**config.mk**
```make
export PLATFORM = sky130hd
export DESIGN_NAME = fetch_top
export DESIGN_NICKNAME = d
export VERILOG_FILES = /design/src/rtl/fetch_pkg.sv /design/src/rtl/fetch_addr_gen.sv /design/src/rtl/fetch_output_stage.sv /design/src/rtl/fetch_top.sv /design/src/rtl/insn_expander.sv /design/src/rtl/parcel_queue.sv
export VERILOG_INCLUDE_DIRS = /design/src /design/src/rtl
export SDC_FILE = /design/constraint.sdc
export NUM_CORES = 1
export LEC_CHECK = 0
export BUFFER_PORTS_ARGS = -buffer_cell sky130_fd_sc_hd__buf_4
export CORE_ASPECT_RATIO = 1.4
export CORE_MARGIN = 5
export CORE_UTILIZATION = 56
export CTS_CLUSTER_SIZE = 12
export DETAILED_ROUTE_END_ITERATION = 10
export PLACE_DENSITY = 0.78
export SYNTH_ARGS = -nofsm -noshare
export SYNTH_HDL_FRONTEND = slang
export SYNTH_SLANG_ARGS = --single-unit
```
**constraint.sdc**
```tcl
create_clock -name clk_i -period 5.15 [get_ports clk_i]
set_input_delay 0 -clock clk_i [delete_from_list [all_inputs] [get_ports clk_i]]
set_output_delay 0 -clock clk_i [all_outputs]
set_load 0.02 [all_outputs]
```
**src/rtl/fetch_params.svh**
```systemverilog
/* sizing of the RV32C fetch unit
   the full threshold must leave room for every word still in flight */
`ifndef FETCH_PARAMS_SVH
`define FETCH_PARAMS_SVH

// datapath widths
`define FETCH_XLEN            32
`define FETCH_PARCEL_W        16

// first fetch address out of reset
`define FETCH_PC_INIT         'h200

// memory words that may be outstanding
`define FETCH_INFLIGHT        3

// queue size in parcels (3 words of room per word in flight)
`define FETCH_QUEUE_DEPTH     (3 * `FETCH_INFLIGHT * `FETCH_XLEN / `FETCH_PARCEL_W)

// request stops here so in-flight words plus one still fit
`define FETCH_FULL_THRESHOLD  \
  (`FETCH_QUEUE_DEPTH - (`FETCH_INFLIGHT + 1) * `FETCH_XLEN / `FETCH_PARCEL_W)

`endif

```
**src/rtl/fetch_pkg.sv**
```systemverilog
/* types shared by the fetch unit
   encode helpers build the base RV32 formats only */
`include "fetch_params.svh"

package fetch_pkg;

  typedef logic [`FETCH_XLEN-1:0]     addr_t;
  typedef logic [`FETCH_PARCEL_W-1:0] parcel_t;

  // one word as the memory returns it
  typedef struct packed {
    logic [`FETCH_XLEN-1:0] data;
    logic [1:0]             valid;   // per parcel
    logic                   error;   // bus error on the whole word
  } fetch_word_t;

  // two oldest parcels of the queue
  typedef struct packed {
    logic [`FETCH_XLEN-1:0] parcels; // [15:0] is the oldest
    logic [1:0]             error;
  } queue_head_t;

  // towards decode
  typedef struct packed {
    logic [`FETCH_XLEN-1:0] instr;
    addr_t                  pc;
    logic                   bubble;
    logic                   illegal;
    logic                   access_fault;
  } fetch_insn_t;

  // RV32C integer ops
  typedef enum logic [4:0] {
    C_ADDI4SPN, C_LW, C_SW,                              // quadrant 0
    C_ADDI, C_JAL, C_LI, C_LUI,                          // q1 ADDI is also NOP, LUI also ADDI16SP
    C_SRLI, C_SRAI, C_ANDI, C_SUB, C_XOR, C_OR, C_AND,   // q1 misc alu
    C_J, C_BEQZ, C_BNEZ,
    C_SLLI, C_LWSP, C_JR, C_JALR, C_SWSP,                // q2 JR is also MV, JALR also ADD
    C_ILLEGAL
  } rvc_op_e;

  // RV32 major opcodes
  localparam logic [6:0] OPC_LOAD   = 7'b0000011;
  localparam logic [6:0] OPC_OP_IMM = 7'b0010011;
  localparam logic [6:0] OPC_STORE  = 7'b0100011;
  localparam logic [6:0] OPC_OP     = 7'b0110011;
  localparam logic [6:0] OPC_LUI    = 7'b0110111;
  localparam logic [6:0] OPC_BRANCH = 7'b1100011;
  localparam logic [6:0] OPC_JALR   = 7'b1100111;
  localparam logic [6:0] OPC_JAL    = 7'b1101111;

  localparam logic [31:0] NOP    = 32'h0000_0013;  // addi x0,x0,0
  localparam logic [31:0] EBREAK = 32'h0010_0073;

  function automatic logic [31:0] encode_r(logic [6:0] f7, logic [4:0] rs2, logic [4:0] rs1,
                                           logic [2:0] f3, logic [4:0] rd, logic [6:0] opc);
    return {f7, rs2, rs1, f3, rd, opc};
  endfunction

  function automatic logic [31:0] encode_i(logic [11:0] imm, logic [4:0] rs1, logic [2:0] f3,
                                           logic [4:0] rd, logic [6:0] opc);
    return {imm, rs1, f3, rd, opc};
  endfunction

  function automatic logic [31:0] encode_s(logic [11:0] imm, logic [4:0] rs2, logic [4:0] rs1,
                                           logic [2:0] f3, logic [6:0] opc);
    return {imm[11:5], rs2, rs1, f3, imm[4:0], opc};
  endfunction

  // imm[0] is dropped
  function automatic logic [31:0] encode_b(logic [12:0] imm, logic [4:0] rs2, logic [4:0] rs1,
                                           logic [2:0] f3, logic [6:0] opc);
    return {imm[12], imm[10:5], rs2, rs1, f3, imm[4:1], imm[11], opc};
  endfunction

  // imm holds bits [31:12]
  function automatic logic [31:0] encode_u(logic [19:0] imm, logic [4:0] rd, logic [6:0] opc);
    return {imm, rd, opc};
  endfunction

  function automatic logic [31:0] encode_j(logic [20:0] imm, logic [4:0] rd, logic [6:0] opc);
    return {imm[20], imm[10:1], imm[11], imm[19:12], rd, opc};
  endfunction

endpackage

```
**src/rtl/fetch_addr_gen.sv**
```systemverilog
/* linear fetch address generator
   only the first fetch after a redirect may be halfword aligned */
`timescale 1ns/1ps
`include "fetch_params.svh"

module fetch_addr_gen
  import fetch_pkg::*;
(
  input  logic                   clk_i,
  input  logic                   rst_ni,
  input  logic                   imem_ack_i,
  input  logic                   redirect_i,
  input  logic [`FETCH_XLEN-1:0] redirect_pc_i,
  input  logic                   queue_almost_full_i,
  output logic [`FETCH_XLEN-1:0] imem_adr_o,
  output logic                   imem_req_o,
  output logic                   imem_flush_o
);

  addr_t nxt_word_adr;

  // memory drops its words in flight along with the queue
  assign imem_flush_o = redirect_i;

  // hold off while the queue can't take more in-flight words
  assign imem_req_o = ~queue_almost_full_i & ~redirect_i;

  // next aligned word, bit 1 of a halfword target goes away here
  assign nxt_word_adr = {imem_adr_o[`FETCH_XLEN-1:2] + 1'b1, 2'b00};

  always_ff @(posedge clk_i or negedge rst_ni)
  begin
    if (!rst_ni)
      imem_adr_o <= `FETCH_PC_INIT;
    else if (redirect_i)
      imem_adr_o <= {redirect_pc_i[`FETCH_XLEN-1:1], 1'b0}; // bit 1 kept
    else if (imem_req_o && imem_ack_i)
      imem_adr_o <= nxt_word_adr;                           // address accepted
  end

endmodule

```
**src/rtl/fetch_output_stage.sv**
```systemverilog
/* length decode at the queue head and the registered output to decode
   an instruction is only taken once two parcels sit in the queue */
`timescale 1ns/1ps
`include "fetch_params.svh"

module fetch_output_stage
  import fetch_pkg::*;
(
  input  logic                   clk_i,
  input  logic                   rst_ni,
  input  queue_head_t            head_i,
  input  logic                   almost_empty_i,
  input  logic                   stall_i,
  input  logic                   redirect_i,
  input  logic [`FETCH_XLEN-1:0] redirect_pc_i,
  output logic [1:0]             rd_cnt_o,
  output fetch_insn_t            insn_o
);

  logic                   head_valid;
  logic                   is_rvc;
  logic                   take;
  logic                   fault;
  logic [`FETCH_XLEN-1:0] exp_instr;
  logic                   exp_illegal;
  addr_t                  nxt_pc;    // pc of the head instruction

  insn_expander u_expander (
    .parcels_i (head_i.parcels),
    .instr_o   (exp_instr),
    .illegal_o (exp_illegal)
  );

  assign is_rvc     = head_i.parcels[1:0] != 2'b11;
  assign head_valid = ~almost_empty_i;
  assign take       = head_valid & ~stall_i;
  assign rd_cnt_o   = take ? (is_rvc ? 2'd1 : 2'd2) : 2'd0;

  // only parcels this instruction uses
  assign fault = is_rvc ? head_i.error[0] : |head_i.error;

  always_ff @(posedge clk_i or negedge rst_ni)
  begin
    if (!rst_ni)
      nxt_pc <= `FETCH_PC_INIT;
    else if (redirect_i)
      nxt_pc <= {redirect_pc_i[`FETCH_XLEN-1:1], 1'b0};
    else if (take)
      nxt_pc <= nxt_pc + (is_rvc ? addr_t'(2) : addr_t'(4));
  end

  always_ff @(posedge clk_i or negedge rst_ni)
  begin
    if (!rst_ni)
    begin
      insn_o.instr        <= NOP;
      insn_o.pc           <= `FETCH_PC_INIT;
      insn_o.bubble       <= 1'b1;
      insn_o.illegal      <= 1'b0;
      insn_o.access_fault <= 1'b0;
    end
    else if (redirect_i)
      insn_o.bubble <= 1'b1;           // head belongs to the old stream
    else if (!stall_i)
    begin
      insn_o.bubble       <= ~head_valid;
      insn_o.illegal      <= head_valid & exp_illegal;
      insn_o.access_fault <= head_valid & fault;
      if (head_valid)
      begin
        insn_o.instr <= exp_instr;     // bubbles keep the last one
        insn_o.pc    <= nxt_pc;
      end
    end
  end

endmodule

```
**src/rtl/fetch_top.sv**
```systemverilog
/* instruction fetch unit of an RV32C core
   memory returns words in order and drops words in flight on imem_flush_o */
`timescale 1ns/1ps
`include "fetch_params.svh"

module fetch_top
  import fetch_pkg::*;
(
  input  logic                   clk_i,
  input  logic                   rst_ni,
  input  logic                   imem_ack_i,
  input  fetch_word_t            imem_word_i,
  input  logic                   redirect_i,
  input  logic [`FETCH_XLEN-1:0] redirect_pc_i,
  input  logic                   stall_i,
  output logic [`FETCH_XLEN-1:0] imem_adr_o,
  output logic                   imem_req_o,
  output logic                   imem_flush_o,
  output fetch_insn_t            insn_o
);

  logic        queue_almost_full;
  logic        queue_almost_empty;
  queue_head_t queue_head;
  logic [1:0]  queue_rd_cnt;     // parcels taken by decode

  fetch_addr_gen u_addr_gen (
    .clk_i               (clk_i),
    .rst_ni              (rst_ni),
    .imem_ack_i          (imem_ack_i),
    .redirect_i          (redirect_i),
    .redirect_pc_i       (redirect_pc_i),
    .queue_almost_full_i (queue_almost_full),
    .imem_adr_o          (imem_adr_o),
    .imem_req_o          (imem_req_o),
    .imem_flush_o        (imem_flush_o)
  );

  parcel_queue u_queue (
    .clk_i          (clk_i),
    .rst_ni         (rst_ni),
    .flush_i        (redirect_i),
    .word_i         (imem_word_i),
    .rd_cnt_i       (queue_rd_cnt),
    .head_o         (queue_head),
    .almost_empty_o (queue_almost_empty),
    .almost_full_o  (queue_almost_full)
  );

  fetch_output_stage u_output (
    .clk_i          (clk_i),
    .rst_ni         (rst_ni),
    .head_i         (queue_head),
    .almost_empty_i (queue_almost_empty),
    .stall_i        (stall_i),
    .redirect_i     (redirect_i),
    .redirect_pc_i  (redirect_pc_i),
    .rd_cnt_o       (queue_rd_cnt),
    .insn_o         (insn_o)
  );

endmodule

```
**src/rtl/insn_expander.sv**
```systemverilog
/* RV32C to RV32 expansion, integer forms only
   reserved encodings come out zero-extended with illegal_o set */
`timescale 1ns/1ps
`include "fetch_params.svh"

module insn_expander
  import fetch_pkg::*;
(
  input  logic [`FETCH_XLEN-1:0] parcels_i,
  output logic [`FETCH_XLEN-1:0] instr_o,
  output logic                   illegal_o
);

  parcel_t     p;
  rvc_op_e     op;
  logic [4:0]  rd, rs2;
  logic [4:0]  rdp, rs1p;      // 3 bit register forms x8..x15
  logic [11:0] imm_ci, imm_lw, imm_lwsp, imm_swsp;
  logic [11:0] imm_4spn, imm_16sp;
  logic [19:0] imm_lui;
  logic [12:0] imm_b;
  logic [20:0] imm_j;

  assign p    = parcels_i[`FETCH_PARCEL_W-1:0];
  assign rd   = p[11:7];
  assign rs2  = p[6:2];
  assign rdp  = {2'b01, p[4:2]};   // also rs2'
  assign rs1p = {2'b01, p[9:7]};   // also rd' of CB and CA

  // immediates as the spec scatters them
  assign imm_ci   = {{7{p[12]}}, p[6:2]};
  assign imm_lw   = {5'b0, p[5], p[12:10], p[6], 2'b00};
  assign imm_lwsp = {4'b0, p[3:2], p[12], p[6:4], 2'b00};
  assign imm_swsp = {4'b0, p[8:7], p[12:9], 2'b00};
  assign imm_4spn = {2'b0, p[10:7], p[12:11], p[5], p[6], 2'b00};
  assign imm_16sp = {{3{p[12]}}, p[4:3], p[5], p[2], p[6], 4'b0000};
  assign imm_lui  = {{14{p[12]}}, p[12], p[6:2]};
  assign imm_b    = {{5{p[12]}}, p[6:5], p[2], p[11:10], p[4:3], 1'b0};
  assign imm_j    = {{10{p[12]}}, p[8], p[10:9], p[6], p[7], p[2], p[11], p[5:3], 1'b0};

  //////////////////////////////////////////////////
  // opcode decode on quadrant and funct3

  always_comb
  begin
    case ({p[1:0], p[15:13]})
      5'b00_000: op = C_ADDI4SPN;
      5'b00_010: op = C_LW;
      5'b00_110: op = C_SW;
      5'b01_000: op = C_ADDI;
      5'b01_001: op = C_JAL;
      5'b01_010: op = C_LI;
      5'b01_011: op = C_LUI;
      5'b01_100:
        case (p[11:10])
          2'b00:   op = p[12] ? C_ILLEGAL : C_SRLI;  // shamt[5] reserved on RV32
          2'b01:   op = p[12] ? C_ILLEGAL : C_SRAI;
          2'b10:   op = C_ANDI;
          default:
            case ({p[12], p[6:5]})
              3'b000:  op = C_SUB;
              3'b001:  op = C_XOR;
              3'b010:  op = C_OR;
              3'b011:  op = C_AND;
              default: op = C_ILLEGAL;              // subw/addw, RV64 only
            endcase
        endcase
      5'b01_101: op = C_J;
      5'b01_110: op = C_BEQZ;
      5'b01_111: op = C_BNEZ;
      5'b10_000: op = p[12] ? C_ILLEGAL : C_SLLI;
      5'b10_010: op = C_LWSP;
      5'b10_100: op = p[12] ? C_JALR : C_JR;
      5'b10_110: op = C_SWSP;
      default:   op = C_ILLEGAL;                      // fp forms land here too
    endcase
  end

  //////////////////////////////////////////////////
  // expansion

  always_comb
  begin
    instr_o   = {16'h0000, p};   // reserved forms
    illegal_o = 1'b0;
    if (parcels_i[1:0] == 2'b11)
      instr_o = parcels_i;       // already 32 bit
    else
      case (op)
        C_ADDI4SPN:
          if (imm_4spn == '0)
            illegal_o = 1'b1;    // includes the all zero parcel
          else
            instr_o = encode_i(imm_4spn, 5'd2, 3'b000, rdp, OPC_OP_IMM);
        C_LW:   instr_o = encode_i(imm_lw, rs1p, 3'b010, rdp, OPC_LOAD);
        C_SW:   instr_o = encode_s(imm_lw, rdp, rs1p, 3'b010, OPC_STORE);
        C_ADDI: instr_o = encode_i(imm_ci, rd, 3'b000, rd, OPC_OP_IMM);   // rd 0 is c.nop
        C_JAL:  instr_o = encode_j(imm_j, 5'd1, OPC_JAL);
        C_LI:   instr_o = encode_i(imm_ci, 5'd0, 3'b000, rd, OPC_OP_IMM);
        C_LUI:
          if (imm_ci[5:0] == '0)
            illegal_o = 1'b1;
          else if (rd == 5'd2)
            instr_o = encode_i(imm_16sp, 5'd2, 3'b000, 5'd2, OPC_OP_IMM);
          else
            instr_o = encode_u(imm_lui, rd, OPC_LUI);                 // rd 0 is a hint
        C_SRLI: instr_o = encode_i({7'b0000000, rs2}, rs1p, 3'b101, rs1p, OPC_OP_IMM);
        C_SRAI: instr_o = encode_i({7'b0100000, rs2}, rs1p, 3'b101, rs1p, OPC_OP_IMM);
        C_ANDI: instr_o = encode_i(imm_ci, rs1p, 3'b111, rs1p, OPC_OP_IMM);
        C_SUB:  instr_o = encode_r(7'b0100000, rdp, rs1p, 3'b000, rs1p, OPC_OP);
        C_XOR:  instr_o = encode_r(7'b0000000, rdp, rs1p, 3'b100, rs1p, OPC_OP);
        C_OR:   instr_o = encode_r(7'b0000000, rdp, rs1p, 3'b110, rs1p, OPC_OP);
        C_AND:  instr_o = encode_r(7'b0000000, rdp, rs1p, 3'b111, rs1p, OPC_OP);
        C_J:    instr_o = encode_j(imm_j, 5'd0, OPC_JAL);
        C_BEQZ: instr_o = encode_b(imm_b, 5'd0, rs1p, 3'b000, OPC_BRANCH);
        C_BNEZ: instr_o = encode_b(imm_b, 5'd0, rs1p, 3'b001, OPC_BRANCH);
        C_SLLI: instr_o = encode_i({7'b0000000, rs2}, rd, 3'b001, rd, OPC_OP_IMM);
        C_LWSP:
          if (rd == '0)
            illegal_o = 1'b1;
          else
            instr_o = encode_i(imm_lwsp, 5'd2, 3'b010, rd, OPC_LOAD);
        C_SWSP: instr_o = encode_s(imm_swsp, rs2, 5'd2, 3'b010, OPC_STORE);
        C_JR:
          if (rs2 != '0)
            instr_o = encode_r(7'b0000000, rs2, 5'd0, 3'b000, rd, OPC_OP);  // c.mv
          else if (rd == '0)
            illegal_o = 1'b1;
          else
            instr_o = encode_i(12'd0, rd, 3'b000, 5'd0, OPC_JALR);
        C_JALR:
          if (rs2 != '0)
            instr_o = encode_r(7'b0000000, rs2, rd, 3'b000, rd, OPC_OP);    // c.add
          else if (rd == '0)
            instr_o = EBREAK;
          else
            instr_o = encode_i(12'd0, rd, 3'b000, 5'd1, OPC_JALR);
        default: illegal_o = 1'b1;
      endcase
  end

endmodule

```
**src/rtl/parcel_queue.sv**
```systemverilog
/* parcel FIFO, one word in and up to two parcels out per cycle
   no overflow check, the fetch threshold keeps room for words in flight */
`timescale 1ns/1ps
`include "fetch_params.svh"

module parcel_queue
  import fetch_pkg::*;
(
  input  logic        clk_i,
  input  logic        rst_ni,
  input  logic        flush_i,
  input  fetch_word_t word_i,
  input  logic [1:0]  rd_cnt_i,
  output queue_head_t head_o,
  output logic        almost_empty_o,
  output logic        almost_full_o
);

  localparam int unsigned DEPTH = `FETCH_QUEUE_DEPTH;
  localparam int unsigned CNT_W = $clog2(DEPTH + 1);

  parcel_t [DEPTH-1:0] q_par;     // entry 0 is the oldest
  parcel_t [DEPTH-1:0] par_nxt;
  logic    [DEPTH-1:0] q_err;
  logic    [DEPTH-1:0] err_nxt;
  logic    [CNT_W-1:0] cnt;       // fill level in parcels
  logic    [CNT_W-1:0] cnt_left;  // after this cycle's read
  logic    [CNT_W-1:0] hi_pos;
  logic    [CNT_W-1:0] cnt_nxt;

  //////////////////////////////////////////////////
  // read shift and write pack

  always_comb
  begin
    // drop what decode takes this cycle
    par_nxt  = q_par >> (rd_cnt_i * `FETCH_PARCEL_W);
    err_nxt  = q_err >> rd_cnt_i;
    cnt_left = cnt - CNT_W'(rd_cnt_i);

    // valid parcels land in order behind the rest
    hi_pos = cnt_left + CNT_W'(word_i.valid[0]);
    for (int i = 0; i < DEPTH; i++)
    begin
      if (word_i.valid[0] && cnt_left == CNT_W'(i))
      begin
        par_nxt[i] = word_i.data[`FETCH_PARCEL_W-1:0];
        err_nxt[i] = word_i.error;
      end
      if (word_i.valid[1] && hi_pos == CNT_W'(i))
      begin
        par_nxt[i] = word_i.data[`FETCH_XLEN-1:`FETCH_PARCEL_W];
        err_nxt[i] = word_i.error;
      end
    end
    cnt_nxt = hi_pos + CNT_W'(word_i.valid[1]);
  end

  //////////////////////////////////////////////////
  // storage

  always_ff @(posedge clk_i or negedge rst_ni)
  begin
    if (!rst_ni)
      cnt <= '0;
    else if (flush_i)
      cnt <= '0;        // writes of this cycle are lost too
    else
      cnt <= cnt_nxt;
  end

  always_ff @(posedge clk_i)
  begin
    q_par <= par_nxt;
    q_err <= err_nxt;
  end

  assign head_o.parcels = {q_par[1], q_par[0]};
  assign head_o.error   = q_err[1:0];

  // two parcels is enough for any 32 bit instruction
  assign almost_empty_o = cnt < CNT_W'(2);
  assign almost_full_o  = cnt >= CNT_W'(`FETCH_FULL_THRESHOLD);

endmodule

```
==> results of run 1 <==
synthesized netlist by cell type (3+ instances only):
library cell and number:
a2111oi_0 5, a211oi_1 3, a21boi_0 4, a21oi_1 761, a221oi_1 8, a22oi_1 35
a311oi_1 65, a31oi_1 19, a41oi_1 7, and2_1 6, and3_1 45, buf_1 14
buf_2 6, buf_4 9, buf_6 4, clkbuf_1 311, dfrtp_1 126, dfstp_2 7
dfxtp_1 272, edfxtp_1 34, ha_1 9, inv_1 14, mux2_2 53, mux2i_1 7
nand2_1 848, nand2b_1 13, nand3_1 37, nand3b_1 7, nand4_1 22, nor2_1 451
nor2b_1 15, nor3_1 24, nor3b_1 6, nor4_1 10, nor4b_1 5, o211ai_1 6
o21ai_0 257, o21ai_1 5, o31ai_1 18, o41ai_1 4, or2_2 6, or3_1 13
xnor2_1 42, xor2_1 31
layer usage:
metal	vias to the layer above	part of all wire	track usage
li1	12776	-	-
met1	11756	0.41	0.370
met5	-	0	0
met3	203	0.062	0.0414
met2	897	0.48	0.493
met4	0	0.044	0.127
worst max path at each step:
stage                             startpoint                           end  slack (ps)  cells past startpoint
detailed placement  u_queue.cnt[4]$_DFF_PN0_   u_queue.head_o[4]$_DFFE_PP_         710                     14
CTS                 u_queue.cnt[4]$_DFF_PN0_    u_queue.q_par[233]$_DFF_P_         650                     17
global route        u_queue.cnt[2]$_DFF_PN0_     u_queue.q_par[45]$_DFF_P_         320                     17
global placement    u_queue.cnt[2]$_DFF_PN0_   u_queue.head_o[7]$_DFFE_PP_         790                     14
floorplan           u_queue.cnt[2]$_DFF_PN0_  u_queue.head_o[10]$_DFFE_PP_         290                     16
finish              u_queue.cnt[4]$_DFF_PN0_    u_queue.q_par[225]$_DFF_P_         570                     17
sequential cells by signal, indices dropped and copies added (netlist names):
signal / flops
u_addr_gen.imem_adr_o: 31
u_queue.cnt: 5
u_queue.q_par: 256
u_queue.head_o: 32
u_output.insn_o: 66
u_queue.q_err: 18
u_output.nxt_pc: 31
power by group through the flow:
stage                     registers, W  logic, W  clock network (W)
after global routing           0.00647    0.0110            0.00339
after CTS                      0.00627   0.00974            0.00326
after global placement         0.00631   0.00931                  0
after detailed placement       0.00633   0.00950                  0
after floorplan                0.00626   0.00697                  0
final                          0.00632   0.00987            0.00321
cells by family (layout without fill, tap and decap cells):
kind of cell    count (synthesis)  in the layout  synth area share
compound gates               1223           1223             0.262
xor+xnor                       73             73            0.0248
fa+ha+maj                      11             11           0.00592
buf+inv                       360            419            0.0552
flops                         439            439             0.380
mux                            60             60            0.0259
other cells                     1              9          0.000145
simple gates                 1530           1530             0.246
area by class of cell:
cell class / count / area share
Inverter: 16 / 0.00229
Multi-Input combinational cell: 2899 / 0.499
Tap cell: 617 / 0.0262
Antenna cell: 7 / 0.000594
Clock inverter: 7 / 0.00288
Clock buffer: 73 / 0.0448
Sequential cell: 439 / 0.332
Timing Repair Buffer: 323 / 0.0918
stage by stage:
| step | setup WS, ps | hold slack (ps) | cells | utilization |
|---|---|---|---|---|
| floorplan | 287 | -296 | 3698 | - |
| finish | 565 | 38.2 | 4381 | 0.643 |
| global route | 319 | 110 | 4379 | 0.643 |
| global placement | 791 | 100 | 4207 | 0.593 |
| detailed placement | 707 | 102 | 4207 | 0.593 |
| CTS | 647 | 42.0 | 4374 | 0.643 |
worst max-delay path: stages (launching register included):
cell and delay, ps:
dfrtp_1 500, nor4_1 90, buf_4 170, or2_4 250
nor2_2 160, ha_1 190, inv_1 60, fa_1 460
nor3_1 360, xnor2_1 220, buf_4 220, nand4_1 350
nor2_2 180, buf_4 350, a311oi_1 80, a21oi_1 150
o21ai_0 80, dlygate4sd3_1 560
==> results by group, run 1 <==
Clocking
  • Clock transition at path regs: 60 ps
  • H-tree Lvls: 2
  • CTS Buffer Depth: 3
  • Post-CTS setup buffer count: 0
  • CTS resizes: 0
  • Hold_buf cts: 87
  • CTS sink cnt: 439
  • CTS tree: built
  • Num CTS Buffers: 45
  • Clock Root Buffer: clkbuf_16
  • Later-pin clock latency in the skew report: 580 ps

Drt
  • Routed vias: 25632
  • Final antenna-violating net count: 0
  • Mean routed wirelength per cell: 17.5 um
  • TritonRoute pass-1 iters: 5
  • Total Wirelength: 76800 um
  • Remaining DRCs: 0
  • Initial DRC Count: 2575
  • Vias per inst: 5.85

STA
  • Post-layout min period: 4580 ps
  • Slew of the pin with the lowest slew margin: 1300 ps
  • Final Hold Viols: 0
  • RSZ-0062 raised after global routing: no
  • Max_slew headroom: 0.131
  • Skew final: 23.2 ps
  • Final setup viols: 0
  • Period utilization: 0.890
  • Fmax: 218 MHz
  • Pins Over Slew Limit: 0
  • Final setup TNS: 0 ps

Power and ir drop
  • Sw power: 0.00875 W
  • Sequential Power Share: 0.326
  • Internal cell power: 0.0107 W
  • Pwr Total: 0.0194 W
  • P_leak: 11.6 nW
  • Switching Share: 0.451
  • Clock network power share: 0.165
  • Combinational fraction of design power: 0.509
  • PwrDens: 658 mW/mm2
  • Worst VDD drop: 0.458 mV

Cells and area
  • Layout area overhead: 14.4%
  • Area occupied by multi-input gates: 0.0147 mm2
  • Fillers: 4089
  • Most frequent cells in the layout: 848 x nand2_1, 761 x a21oi_1, 429 x nor2_1
  • Final #Nets: 3807
  • Layout cells sized above 1: 0.110
  • Most common cell after layout, fill and taps aside: nand2_1
  • Reg area: 0.00980 mm2
  • Post-route cell area: 0.0295 mm2

Synthesis
  • Synth async-reset ratio: 0.303
  • Syn Area/Cell: 6.98 um2
  • Post-synthesis sequential area ratio: 0.380
  • Share of Yosys cell area claimed by the top area cell type: 0.211
  • Dominant cells by area after synthesis: dfxtp_1 21%, a21oi_1 15%, nand2_1 12%
  • Mapped Cells: 3697
  • Commonest register cell after synthesis: dfxtp_1
  • Cell Area, Synth: 0.0258 mm2
  • Yosys warns: 0
  • Synth area leader: dfxtp_1
  • EDFF count, synth: 34
  • FF+latch count, synth: 439
  • Netlist cell types: 87

Critical path
  • CP Class: flip-flop to flip-flop
  • Critical Path RT: 5610 ps
  • Worst Path Max Fanout: 34
  • Worst Path Arrival: 5040 ps
  • R2r setup slk: 570 ps
  • Worst reg2reg endpoint: u_queue.q_par[225]$_DFF_P_
  • R2r startpoint: u_queue.cnt[4]$_DFF_PN0_
  • CP Capture Type: flip-flop
  • Reg2Reg Depth: 17
  • Crit path launch type: flip-flop

Placed design
  • GPL Wtd Cong: 1.05
  • Detailed placement HPWL: 51000 um
  • DP Area: 0.0272 mm2
  • Input/output buffers: 169

Global routing
  • First-pass GRT wire length: 124000 um
  • Initial antenna violation count: 5
  • Global Route Usage Sum: 0.291
  • Vias in the first global route: 23481
  • Pin count of the biggest net entering global routing: 281
  • Final global-route overflow total: 0

Die
  • Die Y: 264 um
  • Rows: 93
  • Die X: 191 um
  • Initial core utilization: 0.563
  • Core box area: 0.0458 mm2
  • I/O pin cnt: 173
  • Die area: 0.0505 mm2

Min path
  • Worst min-delay path class: input port to asynchronous set/reset pin

Flow run
  • Max-Cap Viols: 0

Status
  • Status: completed
Note: power is estimated with default switching activity, not from simulation.
==> run 2: changes to the inputs <==
--- a/config.mk
+++ b/config.mk
@@ -12,7 +12,7 @@
 export CORE_UTILIZATION = 56
 export CTS_CLUSTER_SIZE = 12
 export DETAILED_ROUTE_END_ITERATION = 10
-export PLACE_DENSITY = 0.78
+export PLACE_DENSITY = 0.86
 export SYNTH_ARGS = -nofsm -noshare
 export SYNTH_HDL_FRONTEND = slang
 export SYNTH_SLANG_ARGS = --single-unit
==> results by group, run 2 (synthesis results as in run 1) <==
Global routing
  • Vias in the first global route: 24415
  • Initial antenna violation count: 2
  • Final global-route overflow total: 0
  • Pin count of the biggest net entering global routing: 286
  • First-pass GRT wire length: 128000 um
  • Global Route Usage Sum: 0.299

Critical path
  • Worst reg2reg endpoint: u_queue.q_par[280]$_DFF_P_
  • R2r startpoint: u_queue.cnt[2]$_DFF_PN0_
  • CP peak stage delay: 910 ps
  • Worst Path Max Fanout: 16
  • Worst Path Arrival: 5160 ps
  • Crit path to: u_queue.q_par[280]$_DFF_P_
  • CP Capture Type: flip-flop
  • Buf/Inv on CP: 2
  • Slowest CP cell: or4_1
  • Reg2Reg Depth: 14
  • Crit path launch type: flip-flop
  • Worst setup path startpoint: u_queue.cnt[2]$_DFF_PN0_
  • Delay-heaviest family, CP: simple AND/OR/NAND/NOR gates
  • Levels on crit path: 14
  • R2r setup slk: 440 ps
  • Critical Path RT: 5600 ps
  • CP Class: flip-flop to flip-flop
  • Crit-path cells: nor4_2 -> or2_4 -> nor2_2 -> inv_1 -> ha_1 -> nor2b_1 -> nor3_1 -> xnor2_1 -> nand2b_1 -> or4_1 -> and3_1 -> a21oi_1 -> o21ai_0 -> dlygate4sd3_1

Placed design
  • Input/output buffers: 169
  • Placed Cells: 4208
  • GPL Wtd Cong: 1.02
  • Detailed placement HPWL: 51600 um

Power and ir drop
  • Pwr Total: 0.0194 W
  • Worst VDD drop: 0.371 mV
  • P_leak: 11.6 nW
  • PwrDens: 658 mW/mm2

Cells and area
  • Final Non-Filler Cells: 4373
  • Layout cells sized above 1: 0.109
  • Reg area: 0.00980 mm2
  • Most frequent cells in the layout: 848 x nand2_1, 761 x a21oi_1, 429 x nor2_1
  • Layout area overhead: 14.1%
  • Top reg by flops: u_queue.q_par
  • Area occupied by multi-input gates: 0.0147 mm2
  • Fillers: 3942
  • Final #Nets: 3807
  • Max reg flops: 256
  • Most common cell after layout, fill and taps aside: nand2_1

Die
  • Die area: 0.0505 mm2
  • I/O pin cnt: 173
  • Rows: 93
  • Die Y: 264 um
  • Die X: 191 um
  • Core box area: 0.0458 mm2
  • Initial core utilization: 0.563

Clocking
  • Later-pin clock latency in the skew report: 570 ps
  • H-tree Lvls: 2
  • Num CTS Buffers: 44
  • CTS tree: built
  • CTS sink cnt: 439
  • CTS Buffer Depth: 3
  • Clock transition at path regs: 60 ps
  • Clock Root Buffer: clkbuf_16

Drt
  • Routed vias: 26218
  • Total Wirelength: 78900 um
  • Remaining DRCs: 0
  • Mean routed wirelength per cell: 18.0 um
  • Initial DRC Count: 2498
  • Vias per inst: 6.00
  • TritonRoute pass-1 iters: 6
  • Final antenna-violating net count: 0

Status
  • Status: completed

STA
  • Final Hold Viols: 0
  • Post-layout min period: 4710 ps
  • Final setup TNS: 0 ps
  • Skew final: 18.7 ps
  • Final setup viols: 0
  • Period utilization: 0.914
  • Fmax: 212 MHz
  • RSZ-0062 raised after global routing: no
  • Pins Over Slew Limit: 0
  • Max_slew headroom: 0.122
  • Slew of the pin with the lowest slew margin: 1310 ps
  • Hold WS: 17.1 ps

Min path
  • Worst min-delay path class: input port to asynchronous set/reset pin

Flow run
  • Max-Cap Viols: 0
[run 2: cell count changes in the layout (fill, tap and decap cells not counted), moves of 2 or more]
cell,delta
buf_4,+2
clkinv_2,-2
diode_2,-5
clkbuf_1,+3
clkbuf_8,-3
[run 2: area by class of cell]
cell class                      instances  share of cell area
Antenna cell                            2            0.000170
Clock buffer                           72              0.0431
Clock inverter                          4             0.00255
Inverter                               16             0.00230
Multi-Input combinational cell       2899               0.501
Sequential cell                       439               0.333
Tap cell                              617              0.0262
Timing Repair Buffer                  324              0.0919
[run 2: report_power, final]
| group | switching, W | internal [W] |
|---|---|---|
| Combinational | 0.00615 | 0.00372 |
| Sequential | 0.00129 | 0.00510 |
| Clock | 0.00138 | 0.00174 |
[run 2: worst min path at each step]
| stage | from | to | slack, ps | cells after the start |
|---|---|---|---|---|
| after floorplan | rst_ni | u_addr_gen.imem_adr_o[10]$_DFFE_PN0P_ | -300 | 0 |
| after global placement | rst_ni | u_output.insn_o[19]$_DFFE_PN0P_ | 70 | 1 |
| after detailed placement | rst_ni | u_output.insn_o[17]$_DFFE_PN0P_ | 60 | 1 |
| after CTS | rst_ni | u_output.insn_o[14]$_DFFE_PN0P_ | 30 | 2 |
| after global routing | rst_ni | u_output.insn_o[19]$_DFFE_PN0P_ | 80 | 2 |
| final | rst_ni | u_output.insn_o[17]$_DFFE_PN0P_ | 20 | 2 |
[run 2: what timing repair did]
action	in CTS	in global routing
setup endpoints to repair	0	6
hold buffers	87	0
hold endpoints to repair	449	0
gates resized for setup	0	1
setup buffers	0	0
[run 2: metal layers]
metal  global-route usage  up-vias  wire length [um]  part of all wire
met5                    0        -                12           0.00015
met4                0.132        2              3540             0.045
met3               0.0440      231              5730             0.073
met2                0.511     1133             38800              0.49
met1                0.373    12067             30800              0.39
li1                     -    12785                 -                 -
[run 2: per-stage QoR]
step / cell area, um2 / setup WS (ps) / util
final: 29400 / 444 / 0.642
after global placement: 27200 / 527 / 0.593
after global routing: 29400 / 210 / 0.642
after floorplan: 25800 / 287 / -
after detailed placement: 27200 / 510 / 0.593
after CTS: 29400 / 264 / 0.642
